[config.mk]
export PLATFORM = sky130hd
export DESIGN_NAME = memory_unit_top
export DESIGN_NICKNAME = d
export VERILOG_FILES = /design/src/logic/memory_unit_pkg.sv /design/src/logic/spi_byte_master.sv /design/src/logic/os_timer.sv /design/src/logic/io_register_bank.sv /design/src/logic/memory_unit_top.sv
export SDC_FILE = /design/constraint.sdc
export NUM_CORES = 1
export LEC_CHECK = 0
export BUFFER_PORTS_ARGS = -buffer_cell sky130_fd_sc_hd__buf_2
export CAP_MARGIN = 20
export CORE_MARGIN = 1.5
export CORE_UTILIZATION = 40
export CTS_BUF_LIST = sky130_fd_sc_hd__clkbuf_4
export CTS_CLUSTER_DIAMETER = 100
export DETAILED_ROUTE_END_ITERATION = 10
export GPL_TIMING_DRIVEN = 0
export HOLD_SLACK_MARGIN = 0.06
export PLACE_DENSITY = 0.67
export SLEW_MARGIN = 40
export SYNTH_ARGS = -nofsm -noshare
export SYNTH_HDL_FRONTEND = slang
export SYNTH_SLANG_ARGS = --single-unit
[constraint.sdc]
create_clock -name clk -period 3.4 [get_ports clk]
set_clock_uncertainty 0.1 [all_clocks]
set_input_delay 0.51 -clock clk [delete_from_list [all_inputs] [get_ports clk]]
set_output_delay 0.51 -clock clk [all_outputs]
set_load 0.02 [all_outputs]
[src/logic/memory_unit_pkg.sv]
// Bus widths and types, I/O register addresses, SPI rates and GPIO layout
package memory_unit_pkg;

    // ----------------------------------------
    // Widths and types
    // ----------------------------------------
    localparam int BUS_ADDR_W = 27;
    localparam int BUS_DATA_W = 32;
    localparam int SPI_BYTE_W = 8;
    localparam int GPIO_W     = 4;

    typedef logic [BUS_ADDR_W-1:0] bus_addr_t;
    typedef logic [BUS_DATA_W-1:0] bus_data_t;

    // ----------------------------------------
    // I/O register map
    // ----------------------------------------
    // SPI1 talks to the CH376T, SPI3 to the W5500
    localparam bus_addr_t ADDR_SPI1_DATA = 27'hC0272B;
    localparam bus_addr_t ADDR_SPI1_CS   = 27'hC0272C;
    localparam bus_addr_t ADDR_SPI1_NINT = 27'hC0272D;
    localparam bus_addr_t ADDR_SPI3_DATA = 27'hC02731;
    localparam bus_addr_t ADDR_SPI3_CS   = 27'hC02732;
    localparam bus_addr_t ADDR_SPI3_INT  = 27'hC02733;
    localparam bus_addr_t ADDR_GPIO      = 27'hC02737;

    // Timers are write-only
    localparam bus_addr_t ADDR_OST1_SET  = 27'hC02739;
    localparam bus_addr_t ADDR_OST1_TRIG = 27'hC0273A;
    localparam bus_addr_t ADDR_OST2_SET  = 27'hC0273B;
    localparam bus_addr_t ADDR_OST2_TRIG = 27'hC0273C;

    localparam bus_addr_t ADDR_BOOT_MODE = 27'hC02741;

    // ----------------------------------------
    // Peripheral constants
    // ----------------------------------------
    // GPO sits above GPI in the GPIO word
    localparam int GPO_LSB = 4;

    // Clocks per SPI half bit
    localparam int SPI1_HALF_BIT = 2;
    localparam int SPI3_HALF_BIT = 1;

endpackage

[src/logic/spi_byte_master.sv]
// SPI mode-0 byte master, MSB first, with a configurable half-bit period
`timescale 1ns/100ps

module spi_byte_master
    import memory_unit_pkg::*;
#(
    parameter int CLKS_PER_HALF_BIT = 2
)
(
    input  logic                  clk,
    input  logic                  reset,
    input  logic                  i_start,
    input  logic [SPI_BYTE_W-1:0] i_tx_byte,
    output logic                  o_done,
    output logic [SPI_BYTE_W-1:0] o_rx_byte,
    output logic                  o_spi_clk,
    output logic                  o_spi_mosi,
    input  logic                  i_spi_miso
);

    localparam int HALF_W = (CLKS_PER_HALF_BIT > 1) ? $clog2(CLKS_PER_HALF_BIT) : 1;
    localparam int BIT_W  = $clog2(SPI_BYTE_W);

    localparam logic [HALF_W-1:0] HALF_LAST = HALF_W'(CLKS_PER_HALF_BIT - 1);
    localparam logic [BIT_W-1:0]  BIT_LAST  = BIT_W'(SPI_BYTE_W - 1);

    logic                  busy;
    logic [HALF_W-1:0]     half_cnt;
    logic [BIT_W-1:0]      bit_cnt;
    logic [SPI_BYTE_W-1:0] tx_shift;
    logic [SPI_BYTE_W-1:0] rx_shift;
    logic                  half_end;
    logic                  rise;
    logic                  fall;

    // SPI clock toggles at the end of each half bit
    assign half_end = busy && (half_cnt == HALF_LAST);
    assign rise     = half_end && !o_spi_clk;
    assign fall     = half_end && o_spi_clk;

    // First bit is on the line before the first rising edge
    assign o_spi_mosi = busy & tx_shift[SPI_BYTE_W-1];

    // ----------------------------------------
    // Half-bit and bit counters
    // ----------------------------------------
    always_ff @(posedge clk)
    begin
        if (reset)
        begin
            busy      <= 1'b0;
            half_cnt  <= '0;
            bit_cnt   <= '0;
            o_spi_clk <= 1'b0;
            o_done    <= 1'b0;
        end
        else
        begin
            o_done <= 1'b0;
            if (!busy)
            begin
                if (i_start)
                begin
                    busy     <= 1'b1;
                    half_cnt <= '0;
                    bit_cnt  <= '0;
                end
            end
            else if (half_end)
            begin
                half_cnt  <= '0;
                o_spi_clk <= ~o_spi_clk;
                // Byte ends on the eighth falling edge
                if (fall)
                begin
                    if (bit_cnt == BIT_LAST)
                    begin
                        busy   <= 1'b0;
                        o_done <= 1'b1;
                    end
                    else
                    begin
                        bit_cnt <= bit_cnt + 1'b1;
                    end
                end
            end
            else
            begin
                half_cnt <= half_cnt + 1'b1;
            end
        end
    end

    // ----------------------------------------
    // Shift registers
    // ----------------------------------------
    always_ff @(posedge clk)
    begin
        if (!busy && i_start)
        begin
            tx_shift <= i_tx_byte;
        end
        else if (fall)
        begin
            tx_shift <= {tx_shift[SPI_BYTE_W-2:0], 1'b0};
        end

        // Sample MISO as the clock rises
        if (rise)
        begin
            rx_shift <= {rx_shift[SPI_BYTE_W-2:0], i_spi_miso};
        end

        if (fall && (bit_cnt == BIT_LAST))
        begin
            o_rx_byte <= rx_shift;
        end
    end

    a_no_start_while_busy: assert property (
        @(posedge clk) disable iff (reset) busy |-> !i_start
    ) else $error("SPI start while a transfer is in progress");

endmodule

[src/logic/os_timer.sv]
// One-shot countdown timer with reload register and interrupt pulse
`timescale 1ns/100ps

module os_timer
#(
    parameter int TIMER_W = 32
)
(
    input  logic               clk,
    input  logic               reset,
    input  logic [TIMER_W-1:0] i_value,
    input  logic               i_set,
    input  logic               i_trigger,
    output logic               o_interrupt
);

    logic [TIMER_W-1:0] reload;
    logic [TIMER_W-1:0] count;
    logic               running;
    logic               last_tick;

    // Counter holds 1 on the edge before it reaches zero
    assign last_tick = running && (count == TIMER_W'(1));

    always_ff @(posedge clk)
    begin
        if (reset)
        begin
            reload      <= '0;
            running     <= 1'b0;
            o_interrupt <= 1'b0;
        end
        else
        begin
            o_interrupt <= last_tick && !i_trigger;
            if (i_set)
            begin
                reload <= i_value;
            end
            // A new trigger restarts the count, a zero reload never fires
            if (i_trigger)
            begin
                running <= (reload != '0);
            end
            else if (last_tick)
            begin
                running <= 1'b0;
            end
        end
    end

    always_ff @(posedge clk)
    begin
        if (i_trigger)
        begin
            count <= reload;
        end
        else if (running)
        begin
            count <= count - 1'b1;
        end
    end

endmodule

[src/logic/io_register_bank.sv]
// I/O bus decoder and access sequencer with CS, GPO and read-data registers
`timescale 1ns/100ps

module io_register_bank
    import memory_unit_pkg::*;
(
    input  logic                  clk,
    input  logic                  reset,
    input  bus_addr_t             i_bus_addr,
    input  bus_data_t             i_bus_data,
    input  logic                  i_bus_we,
    input  logic                  i_bus_start,
    output bus_data_t             o_bus_q,
    output logic                  o_bus_done,
    input  logic                  i_spi1_done,
    input  logic [SPI_BYTE_W-1:0] i_spi1_rx,
    input  logic                  i_spi3_done,
    input  logic [SPI_BYTE_W-1:0] i_spi3_rx,
    input  logic                  i_spi1_nint,
    input  logic                  i_spi3_int,
    input  logic [GPIO_W-1:0]     i_gpi,
    input  logic                  i_boot_mode,
    output logic                  o_spi1_start,
    output logic [SPI_BYTE_W-1:0] o_spi1_tx,
    output logic                  o_spi3_start,
    output logic [SPI_BYTE_W-1:0] o_spi3_tx,
    output logic                  o_spi1_cs,
    output logic                  o_spi3_cs,
    output logic [GPIO_W-1:0]     o_gpo,
    output logic                  o_ost1_set,
    output logic                  o_ost1_trig,
    output logic                  o_ost2_set,
    output logic                  o_ost2_trig,
    output bus_data_t             o_timer_value
);

    typedef enum logic [1:0] {ST_IDLE, ST_REG_WAIT, ST_SPI_WAIT} state_t;

    state_t                state;
    logic                  bus_armed;
    logic                  reg_delay;
    logic                  spi_sel;
    logic                  accept;
    logic                  spi_done;
    logic [SPI_BYTE_W-1:0] spi_rx;
    bus_data_t             reg_mux;
    bus_data_t             reg_rdata;

    // Start must drop after done before the next access is taken
    assign accept = i_bus_start && bus_armed && (state == ST_IDLE);

    // ----------------------------------------
    // Single-cycle pulses at acceptance
    // ----------------------------------------
    assign o_spi1_start = accept && (i_bus_addr == ADDR_SPI1_DATA);
    assign o_spi3_start = accept && (i_bus_addr == ADDR_SPI3_DATA);
    assign o_spi1_tx    = i_bus_data[SPI_BYTE_W-1:0];
    assign o_spi3_tx    = i_bus_data[SPI_BYTE_W-1:0];

    assign o_ost1_set    = accept && i_bus_we && (i_bus_addr == ADDR_OST1_SET);
    assign o_ost1_trig   = accept && i_bus_we && (i_bus_addr == ADDR_OST1_TRIG);
    assign o_ost2_set    = accept && i_bus_we && (i_bus_addr == ADDR_OST2_SET);
    assign o_ost2_trig   = accept && i_bus_we && (i_bus_addr == ADDR_OST2_TRIG);
    assign o_timer_value = i_bus_data;

    // Port that owns the open SPI wait
    assign spi_done = spi_sel ? i_spi3_done : i_spi1_done;
    assign spi_rx   = spi_sel ? i_spi3_rx : i_spi1_rx;

    // Register read values, unmapped and write-only read as zero
    always_comb
    begin
        reg_mux = '0;
        case (i_bus_addr)
            ADDR_SPI1_CS:   reg_mux[0] = o_spi1_cs;
            ADDR_SPI1_NINT: reg_mux[0] = i_spi1_nint;
            ADDR_SPI3_CS:   reg_mux[0] = o_spi3_cs;
            ADDR_SPI3_INT:  reg_mux[0] = i_spi3_int;
            ADDR_GPIO:
            begin
                reg_mux[GPO_LSB +: GPIO_W] = o_gpo;
                reg_mux[GPIO_W-1:0]        = i_gpi;
            end
            ADDR_BOOT_MODE: reg_mux[0] = i_boot_mode;
            default:        reg_mux = '0;
        endcase
    end

    // ----------------------------------------
    // Access sequencer and control registers
    // ----------------------------------------
    always_ff @(posedge clk)
    begin
        if (reset)
        begin
            state      <= ST_IDLE;
            bus_armed  <= 1'b1;
            reg_delay  <= 1'b0;
            spi_sel    <= 1'b0;
            o_bus_done <= 1'b0;
            o_spi1_cs  <= 1'b1;
            o_spi3_cs  <= 1'b1;
            o_gpo      <= '0;
        end
        else
        begin
            o_bus_done <= 1'b0;

            if (accept)
            begin
                bus_armed <= 1'b0;
            end
            else if (!i_bus_start)
            begin
                bus_armed <= 1'b1;
            end

            case (state)
                ST_IDLE:
                begin
                    if (accept)
                    begin
                        reg_delay <= 1'b0;
                        spi_sel   <= (i_bus_addr == ADDR_SPI3_DATA);
                        if (o_spi1_start || o_spi3_start)
                        begin
                            state <= ST_SPI_WAIT;
                        end
                        else
                        begin
                            state <= ST_REG_WAIT;
                        end
                    end
                end
                // Done two cycles after acceptance
                ST_REG_WAIT:
                begin
                    reg_delay <= 1'b1;
                    if (reg_delay)
                    begin
                        o_bus_done <= 1'b1;
                        state      <= ST_IDLE;
                    end
                end
                ST_SPI_WAIT:
                begin
                    if (spi_done)
                    begin
                        o_bus_done <= 1'b1;
                        state      <= ST_IDLE;
                    end
                end
                default: state <= ST_IDLE;
            endcase

            // Register writes land at acceptance
            if (accept && i_bus_we)
            begin
                case (i_bus_addr)
                    ADDR_SPI1_CS: o_spi1_cs <= i_bus_data[0];
                    ADDR_SPI3_CS: o_spi3_cs <= i_bus_data[0];
                    ADDR_GPIO:    o_gpo     <= i_bus_data[GPO_LSB +: GPIO_W];
                    default:      ;
                endcase
            end
        end
    end

    // ----------------------------------------
    // Read data
    // ----------------------------------------
    always_ff @(posedge clk)
    begin
        if (accept)
        begin
            reg_rdata <= reg_mux;
        end

        // Bus data changes only when an access completes
        if ((state == ST_REG_WAIT) && reg_delay)
        begin
            o_bus_q <= reg_rdata;
        end
        else if ((state == ST_SPI_WAIT) && spi_done)
        begin
            o_bus_q <= {{(BUS_DATA_W-SPI_BYTE_W){1'b0}}, spi_rx};
        end
    end

    a_done_single: assert property (
        @(posedge clk) disable iff (reset) o_bus_done |=> !o_bus_done
    ) else $error("Bus done held for two cycles");

    // An SPI wait runs from its start pulse to the bus done that closes it
    a_no_spi_overlap: assert property (
        @(posedge clk) disable iff (reset)
        (o_spi1_start || o_spi3_start) |=>
            (!(o_spi1_start || o_spi3_start) throughout o_bus_done[->1])
    ) else $error("SPI start issued while an SPI access is open");

endmodule

[src/logic/memory_unit_top.sv]
// Memory unit I/O top level with register bank, two SPI ports and two timers
`timescale 1ns/100ps

module memory_unit_top
    import memory_unit_pkg::*;
(
    input  logic              clk,
    input  logic              reset,

    // CPU bus
    input  bus_addr_t         i_bus_addr,
    input  bus_data_t         i_bus_data,
    input  logic              i_bus_we,
    input  logic              i_bus_start,
    output bus_data_t         o_bus_q,
    output logic              o_bus_done,

    // SPI1 to CH376T
    output logic              o_spi1_clk,
    output logic              o_spi1_mosi,
    output logic              o_spi1_cs,
    input  logic              i_spi1_miso,
    input  logic              i_spi1_nint,

    // SPI3 to W5500
    output logic              o_spi3_clk,
    output logic              o_spi3_mosi,
    output logic              o_spi3_cs,
    input  logic              i_spi3_miso,
    input  logic              i_spi3_int,

    input  logic [GPIO_W-1:0] i_gpi,
    output logic [GPIO_W-1:0] o_gpo,
    output logic              o_ost1_int,
    output logic              o_ost2_int,
    input  logic              i_boot_mode
);

    logic                  spi1_start;
    logic                  spi1_done;
    logic [SPI_BYTE_W-1:0] spi1_tx;
    logic [SPI_BYTE_W-1:0] spi1_rx;
    logic                  spi3_start;
    logic                  spi3_done;
    logic [SPI_BYTE_W-1:0] spi3_tx;
    logic [SPI_BYTE_W-1:0] spi3_rx;
    logic                  ost1_set;
    logic                  ost1_trig;
    logic                  ost2_set;
    logic                  ost2_trig;
    bus_data_t             timer_value;

    // ----------------------------------------
    // Register bank
    // ----------------------------------------
    io_register_bank u_bank (
        .clk           (clk),
        .reset         (reset),
        .i_bus_addr    (i_bus_addr),
        .i_bus_data    (i_bus_data),
        .i_bus_we      (i_bus_we),
        .i_bus_start   (i_bus_start),
        .o_bus_q       (o_bus_q),
        .o_bus_done    (o_bus_done),
        .i_spi1_done   (spi1_done),
        .i_spi1_rx     (spi1_rx),
        .i_spi3_done   (spi3_done),
        .i_spi3_rx     (spi3_rx),
        .i_spi1_nint   (i_spi1_nint),
        .i_spi3_int    (i_spi3_int),
        .i_gpi         (i_gpi),
        .i_boot_mode   (i_boot_mode),
        .o_spi1_start  (spi1_start),
        .o_spi1_tx     (spi1_tx),
        .o_spi3_start  (spi3_start),
        .o_spi3_tx     (spi3_tx),
        .o_spi1_cs     (o_spi1_cs),
        .o_spi3_cs     (o_spi3_cs),
        .o_gpo         (o_gpo),
        .o_ost1_set    (ost1_set),
        .o_ost1_trig   (ost1_trig),
        .o_ost2_set    (ost2_set),
        .o_ost2_trig   (ost2_trig),
        .o_timer_value (timer_value)
    );

    // ----------------------------------------
    // SPI ports
    // ----------------------------------------
    // CH376T runs at half the W5500 bit rate
    spi_byte_master #(.CLKS_PER_HALF_BIT(SPI1_HALF_BIT)) u_spi1 (
        .clk        (clk),
        .reset      (reset),
        .i_start    (spi1_start),
        .i_tx_byte  (spi1_tx),
        .o_done     (spi1_done),
        .o_rx_byte  (spi1_rx),
        .o_spi_clk  (o_spi1_clk),
        .o_spi_mosi (o_spi1_mosi),
        .i_spi_miso (i_spi1_miso)
    );

    spi_byte_master #(.CLKS_PER_HALF_BIT(SPI3_HALF_BIT)) u_spi3 (
        .clk        (clk),
        .reset      (reset),
        .i_start    (spi3_start),
        .i_tx_byte  (spi3_tx),
        .o_done     (spi3_done),
        .o_rx_byte  (spi3_rx),
        .o_spi_clk  (o_spi3_clk),
        .o_spi_mosi (o_spi3_mosi),
        .i_spi_miso (i_spi3_miso)
    );

    // ----------------------------------------
    // OS timers
    // ----------------------------------------
    os_timer #(.TIMER_W(BUS_DATA_W)) u_ost1 (
        .clk         (clk),
        .reset       (reset),
        .i_value     (timer_value),
        .i_set       (ost1_set),
        .i_trigger   (ost1_trig),
        .o_interrupt (o_ost1_int)
    );

    os_timer #(.TIMER_W(BUS_DATA_W)) u_ost2 (
        .clk         (clk),
        .reset       (reset),
        .i_value     (timer_value),
        .i_set       (ost2_set),
        .i_trigger   (ost2_trig),
        .o_interrupt (o_ost2_int)
    );

endmodule

==> impl_metrics.csv, run 1 <==
group,metric,value,unit
global_routing,grt_pass1_wl,40.80,mm
sta,max_freq,310.7,MHz
logic_synthesis,synth_top_cell_by_area,"edfxtp_1",
pwr,total_power,5.340,mW
worst_setup_path,startpoint,"u_bank.state[0]$_SDFFE_PP0P_",
floorplan,rows,58,
logic_synthesis,synth_area_per_cell,10.05,um^2
worst_setup_path,crit_slowest_cell,"or4_1",
placement,portBuffers,91,
pwr,power_density,433.6,nW/um^2
cells_and_area,final_util,49.05,%
sta,worstMarginPinSlew,807.3,ps
logic_synthesis,syn-instance-count,1015,
detailed_routing,num_vias,8160,
floorplan,die_y,162.7,um
floorplan,dieArea,26480,um^2
logic_synthesis,ys_warn_count,0,
placement,routabilityCongestion,0.8980,
worst_setup_path,critical_path_class,"reg2reg",
detailed_routing,postRouteAntennaNets,0,
placement,dp_slack,-218.2,ps
placement,place_area,11210,um^2
logic_synthesis,synth_area_leaders,"edfxtp_1, dfxtp_1, nand2_1, a21oi_1, xnor2_1",
logic_synthesis,synth_edf_count,128,
global_routing,grt_start_max_net_pins,21,
placement,place_inst,1461,
clock_tree,clockRootBuffer,"clkbuf_4",
sta,hold_slack,100.7,ps
clock_tree,h-tree-depth,2,
hold_path,hold_path_class,"in2reg",
worst_setup_path,crit_path_end_kind,"flip-flop",
logic_synthesis,synth_flop_cell,"edfxtp_1",
logic_synthesis,ys_seq_area_share,56.11,%
detailed_routing,drt_iter0_markers,559,
detailed_routing,wl_per_cell,15.87,um
clock_tree,cts_buffer_depth,3,
sta,finalHoldViolCount,0,
cells_and_area,fillerInstances,2334,
clock_tree,cts_tree,"built",
cells_and_area,instances_no_fill,1603,
sta,rsz0062_at_grt,"false",
cells_and_area,nets,1308,
sta,layout_min_cycle_time,3218,ps
clock_tree,insertion_delay,680,ps
logic_synthesis,synth_cell_types,54,
floorplan,pin_count,117,
outcome,run_status,"complete, no violations",
global_routing,grt_pass1_vias,8087,
flow_run,cap_violations,0,
floorplan,initial_utilization,40.64,%
detailed_routing,via_per_inst,5.090,
global_routing,gr-usage-all-layers,19.46,%
logic_synthesis,yosys_register_bits,222,
worst_setup_path,slowest_delay,700,ps
cells_and_area,drive_gt1_share,20.14,%
worst_setup_path,path_max_fanout,17,
detailed_routing,wl,25.43,mm
detailed_routing,drt_first_pass_iters,5,
floorplan,fp.dieW,162.7,um
worst_setup_path,required,3670,ps
cells_and_area,syn_to_final_growth,20.68,%
logic_synthesis,async_reset_ff_share,0,%
sta,maxSlewViolCount,0,
sta,finalSetupViolations,0,
clock_tree,cts_buffers,56,
cells_and_area,design_area,12320,um^2
cells_and_area,ff_latch_area,5725,um^2
worst_setup_path,critical_path.cell_chain,"inv_1 -> ha_1 -> and3_1 -> buf_6 -> nand2_2 -> or4_4 -> or4_1 -> nand2b_4 -> buf_16",
worst_setup_path,regToRegStartpoint,"u_bank.state[0]$_SDFFE_PP0P_",
cells_and_area,multi_input_area,4156,um^2
sta,fin_ws,181.8,ps
floorplan,core_area,25110,um^2
global_routing,antenna_found_initial,1,
global_routing,globalRouteOverflowTotal,0,
clock_tree,clk_pin_slew,70,ps
detailed_routing,drc,0,
pwr,power.leakage,4.889,nW
sta,slew_headroom,45.77,%
logic_synthesis,syn_area,10200,um^2
clock_tree,cts_setup_buffers,0,
worst_setup_path,arrival,3490,ps
worst_setup_path,startpoint_type,"flip-flop",
sta,setup_tns,0,ps
sta,fin_crit_sh,94.65,%
pwr,ir_drop,0.2125,mV
clock_tree,cts_num_sinks,222,
logic_synthesis,synth_top_cell_area_share,37.67,%
placement,hpwl,17.99,mm
hold_path,hp-start,"i_bus_data[4]",
critical path, delay by kind of cell (launching register included):
kind | cells | cell delay [ps]
DFF | 1 | 330
buffers and inverters | 3 | 460
adders and majority gates | 1 | 210
and+or+nand+nor | 5 | 1800
registers in the layout, summed over array words and instances (netlist names), 2 cells and up:
name              cells
u_ost1.count         32
u_ost1.reload        32
u_ost2.count         32
u_ost2.reload        32
u_bank.o_bus_q        8
u_bank.reg_rdata      8
u_spi1.o_rx_byte      8
u_spi1.rx_shift       8
u_spi1.tx_shift       8
u_spi3.o_rx_byte      8
u_spi3.rx_shift       8
u_spi3.tx_shift       8
u_bank.o_gpo          4
u_spi1.bit_cnt        3
u_spi3.bit_cnt        3
u_bank.state          2
per-layer routing:
| metal | routed length (um) | GRT usage (%) | part of all wire [%] | vias to the layer above |
|---|---|---|---|---|
| met5 | 0 | 0 | 0 | - |
| met4 | 954 | 8.924 | 3.8 | 0 |
| met3 | 1395 | 3.616 | 5.5 | 78 |
| met2 | 12170 | 32.40 | 48 | 256 |
| met1 | 10910 | 24.52 | 43 | 3818 |
| li1 | - | - | - | 4008 |
cells by family (layout without fill, tap and decap cells):
family          after synthesis  in the layout  share of synthesized area [%]
simple gates                444            444                          21.44
buf+inv                      84            317                          4.132
other cells                   1             26                        0.03675
flops                       222            222                          56.11
fa+ha+maj                    11             11                          1.349
compound gates              161            161                          8.399
mux                          34             34                          3.556
xor+xnor                     58             58                          4.978
worst paths after layout:
| path | endpoint | slack, ps | depth (start not counted) |
|---|---|---|---|
| setup reg to reg | u_ost2.count[18]$_DFFE_PP_ | 180 | 9 |
| setup / recovery | u_ost2.count[18]$_DFFE_PP_ | 180 | 9 |
| hold reg to reg | u_spi3.o_rx_byte[7]$_DFFE_PP_ | 310 | 0 |
| hold / removal | u_ost1.reload[4]$_SDFFE_PP0P_ | 100 | 3 |
power breakdown:
group	internal, mW	switching (mW)	total, mW
registers	2.83	0.00644	2.84
logic	0.110	0.141	0.251
clock network	1.16	1.10	2.25
total	4.10	1.24	5.34
cells in the mapped netlist, types with 11 or more instances:
cell type and number:
ha_1 11, dfxtp_1 94, and2_1 12, clkbuf_1 41, nor3_1 30, o21ai_0 26, inv_1 11, nor2_1 80
nand4_1 14, edfxtp_1 128, xor2_1 22, a21oi_1 116, buf_4 25, xnor2_1 36, nor4_1 29, nand2b_1 13
nand2_1 184, mux2_2 18, nand3_1 22, mux2i_1 16
final cells by class:
cell class,instances,area share (%)
buffer,72,3.099
clock inverter,18,0.6400
sequential,222,46.49
inverter,11,0.3353
clock buffer,86,5.242
antenna,2,0.04064
timing repair buffer,130,7.051
multi-input combinational,732,33.75
tap,330,3.353
placed cells by master (no fill, tap or decap), types with 13 or more instances in the layout:
master | Yosys | layout
dfxtp_1 | 94 | 94
nand2_1 | 184 | 184
clkbuf_1 | 41 | 39
edfxtp_1 | 128 | 128
nor2_1 | 80 | 80
a21oi_1 | 116 | 116
buf_2 | 4 | 95
dlygate4sd3_1 | 0 | 37
buf_4 | 25 | 24
nand4_1 | 14 | 14
mux2_2 | 18 | 18
clkinv_1 | 0 | 13
o21ai_0 | 26 | 26
nor3_1 | 30 | 30
mux2i_1 | 16 | 16
xor2_1 | 22 | 22
conb_1 | 1 | 24
nand3_1 | 22 | 22
clkbuf_4 | 0 | 86
xnor2_1 | 36 | 36
nor4_1 | 29 | 29
repair_timing:
action                                 4_1_cts  5_1_grt
hold buffers                                37        0
gates resized for setup                      1        3
setup endpoints to repair                   17       44
endpoints found under the hold margin       67        0
pin swaps                                    0        0
(Power assumes the default switching activity.)
==> run 2, diff against run 1 <==
Settings changed: CORE_UTILIZATION 40 to 30, PLACE_DENSITY 0.67 to 0.55, SLEW_MARGIN 40 to 20.
==> impl_metrics.csv, run 2 (synthesized netlist as in run 1, its figures left out) <==
group,metric,value,unit
outcome,run_status,"complete, no violations",
worst_setup_path,crit_path_end_kind,"flip-flop",
worst_setup_path,critical_path_class,"reg2reg",
pwr,power_density,433.1,nW/um^2
detailed_routing,wl_per_cell,15.28,um
sta,finalSetupViolations,0,
detailed_routing,drt_first_pass_iters,5,
detailed_routing,num_vias,7951,
global_routing,grt_start_max_net_pins,28,
detailed_routing,drc,0,
pwr,ir_drop,0.1910,mV
sta,worstMarginPinSlew,897.8,ps
clock_tree,clockRootBuffer,"clkbuf_4",
pwr,clkPwrFrac,43.1,%
worst_setup_path,arrival,3510,ps
cells_and_area,fillerInstances,3452,
placement,portBuffers,91,
clock_tree,cts_buffer_depth,3,
global_routing,antenna_found_initial,2,
placement,hpwl,19.18,mm
floorplan,initial_utilization,30.43,%
pwr,p_int,4.213,mW
sta,maxSlewViolCount,0,
sta,fin_crit_sh,93.65,%
worst_setup_path,path_max_fanout,15,
cells_and_area,drive_gt1_share,20.71,%
pwr,pwr-share-seq,52.3,%
cells_and_area,syn_to_final_growth,22.83,%
clock_tree,insertion_delay,710,ps
sta,finalHoldViolCount,0,
sta,hold_slack,182.5,ps
pwr,p_sw,1.216,mW
cells_and_area,final_common_cell,"nand2_1",
clock_tree,cts_buffers,58,
cells_and_area,final_cell_mix,"nand2_1, edfxtp_1, a21oi_1, clkbuf_4, buf_2",
detailed_routing,postRouteAntennaNets,0,
clock_tree,cts_num_sinks,222,
floorplan,dieArea,35130,um^2
sta,slew_headroom,39.69,%
detailed_routing,via_per_inst,4.612,
global_routing,grt_pass1_wl,41.90,mm
pwr,pwr-share-comb,4.7,%
hold_path,hold_path_class,"in2reg",
pwr,power.leakage,4.949,nW
clock_tree,cts_tree,"built",
worst_setup_path,required,3730,ps
placement,routabilityCongestion,0.8657,
sta,max_freq,314.1,MHz
global_routing,gr-usage-all-layers,14.97,%
global_routing,grt_pass1_vias,7914,
cells_and_area,nets,1314,
worst_setup_path,startpoint_type,"flip-flop",
floorplan,core_area,33530,um^2
floorplan,pin_count,117,
floorplan,fp.dieW,187.4,um
floorplan,rows,67,
clock_tree,clk_pin_slew,70,ps
sta,layout_min_cycle_time,3184,ps
clock_tree,h-tree-depth,2,
detailed_routing,drt_iter0_markers,416,
flow_run,cap_violations,0,
sta,setup_tns,0,ps
global_routing,globalRouteOverflowTotal,0,
pwr,swShare,22.41,%
sta,rsz0062_at_grt,"false",
detailed_routing,wl,26.35,mm
floorplan,die_y,187.4,um
==> run 2: cell count changes in the layout (fill, tap and decap cells not counted), sizes merged <==
cell / change
dlygate4sd3: +2
diode: -1
inv: +1
clkinvlp: -1
clkinv: -11
buf: +2
clkbuf: +11
==> run 2: per-layer routing <==
layer	global-route usage, %	vias to the layer above	part of all wire (%)
li1	-	4026	-
met1	18.41	3689	44
met2	25.56	182	49
met3	3.002	52	4.2
met4	6.215	2	2.6
met5	0	-	0.046
==> run 2: what timing repair did <==
item                       CTS  global route
buffers inserted             0             1
hold endpoints to repair    73             0
resized for setup            0             6
setup endpoints to repair    0            46
hold buffers                39             0
==> run 2: final cells by class <==
type | instances | area, um^2 | area share [%]
multi-input cells | 732 | 4160 | 33.19
plain buffers | 73 | 385.4 | 3.074
repair buffers | 133 | 900.9 | 7.187
clock buffers | 97 | 728.2 | 5.810
clock inverters | 7 | 30.03 | 0.2396
well taps | 448 | 560.5 | 4.472
flip-flops and latches | 222 | 5725 | 45.68
diodes | 1 | 2.502 | 0.01996
inverters | 11 | 41.29 | 0.3294
==> run 2: through the flow <==
| stage | area [um^2] | utilization [%] | cells | power, mW | setup WS, ps |
|---|---|---|---|---|---|
| CTS | 12510 | 37.30 | 1722 | 5.514 | 3.944 |
| detailed placement | 11360 | 33.88 | 1579 | 3.111 | -422.8 |
| global route | 12530 | 37.38 | 1724 | 5.681 | 23.21 |
| floorplan | 10290 | - | 1038 | 3.012 | 59.54 |
| global placement | 11310 | 33.72 | 1577 | 3.109 | -795.9 |
| finish | 12530 | 37.38 | 1724 | 5.429 | 215.9 |
==> run 2: power groups by stage <==
stage	combinational [mW]	sequential [mW]	clock [mW]
final	0.253	2.84	2.34
after global routing	0.273	2.84	2.57
after CTS	0.251	2.84	2.43
after detailed placement	0.215	2.90	0
after global placement	0.214	2.90	0
after floorplan	0.116	2.90	0
==> run 2: worst max-delay path, stage by stage, from the launching register on <==
cell,delay (ps)
dfxtp_1,310
inv_1,90
ha_1,210
and3_1,190
buf_6,190
nand2_2,110
or4_4,530
or4_1,560
clkbuf_1,210
buf_2,220
nor2_1,140
a21oi_1,50
==> run 2: path summary, 6_finish.rpt <==
kind / from / to / slack (ps) / cells past startpoint
worst min register to register: u_spi1.rx_shift[7]$_DFFE_PP_ / u_spi1.o_rx_byte[7]$_DFFE_PP_ / 320 / 0
worst max-delay path: u_bank.state[1]$_SDFFE_PP0P_ / u_ost2.count[5]$_DFFE_PP_ / 220 / 11
worst min-delay path: i_bus_addr[3] / u_spi1.tx_shift[0]$_SDFFCE_PN0P_ / 180 / 3
worst max register to register: u_bank.state[1]$_SDFFE_PP0P_ / u_ost2.count[5]$_DFFE_PP_ / 220 / 11
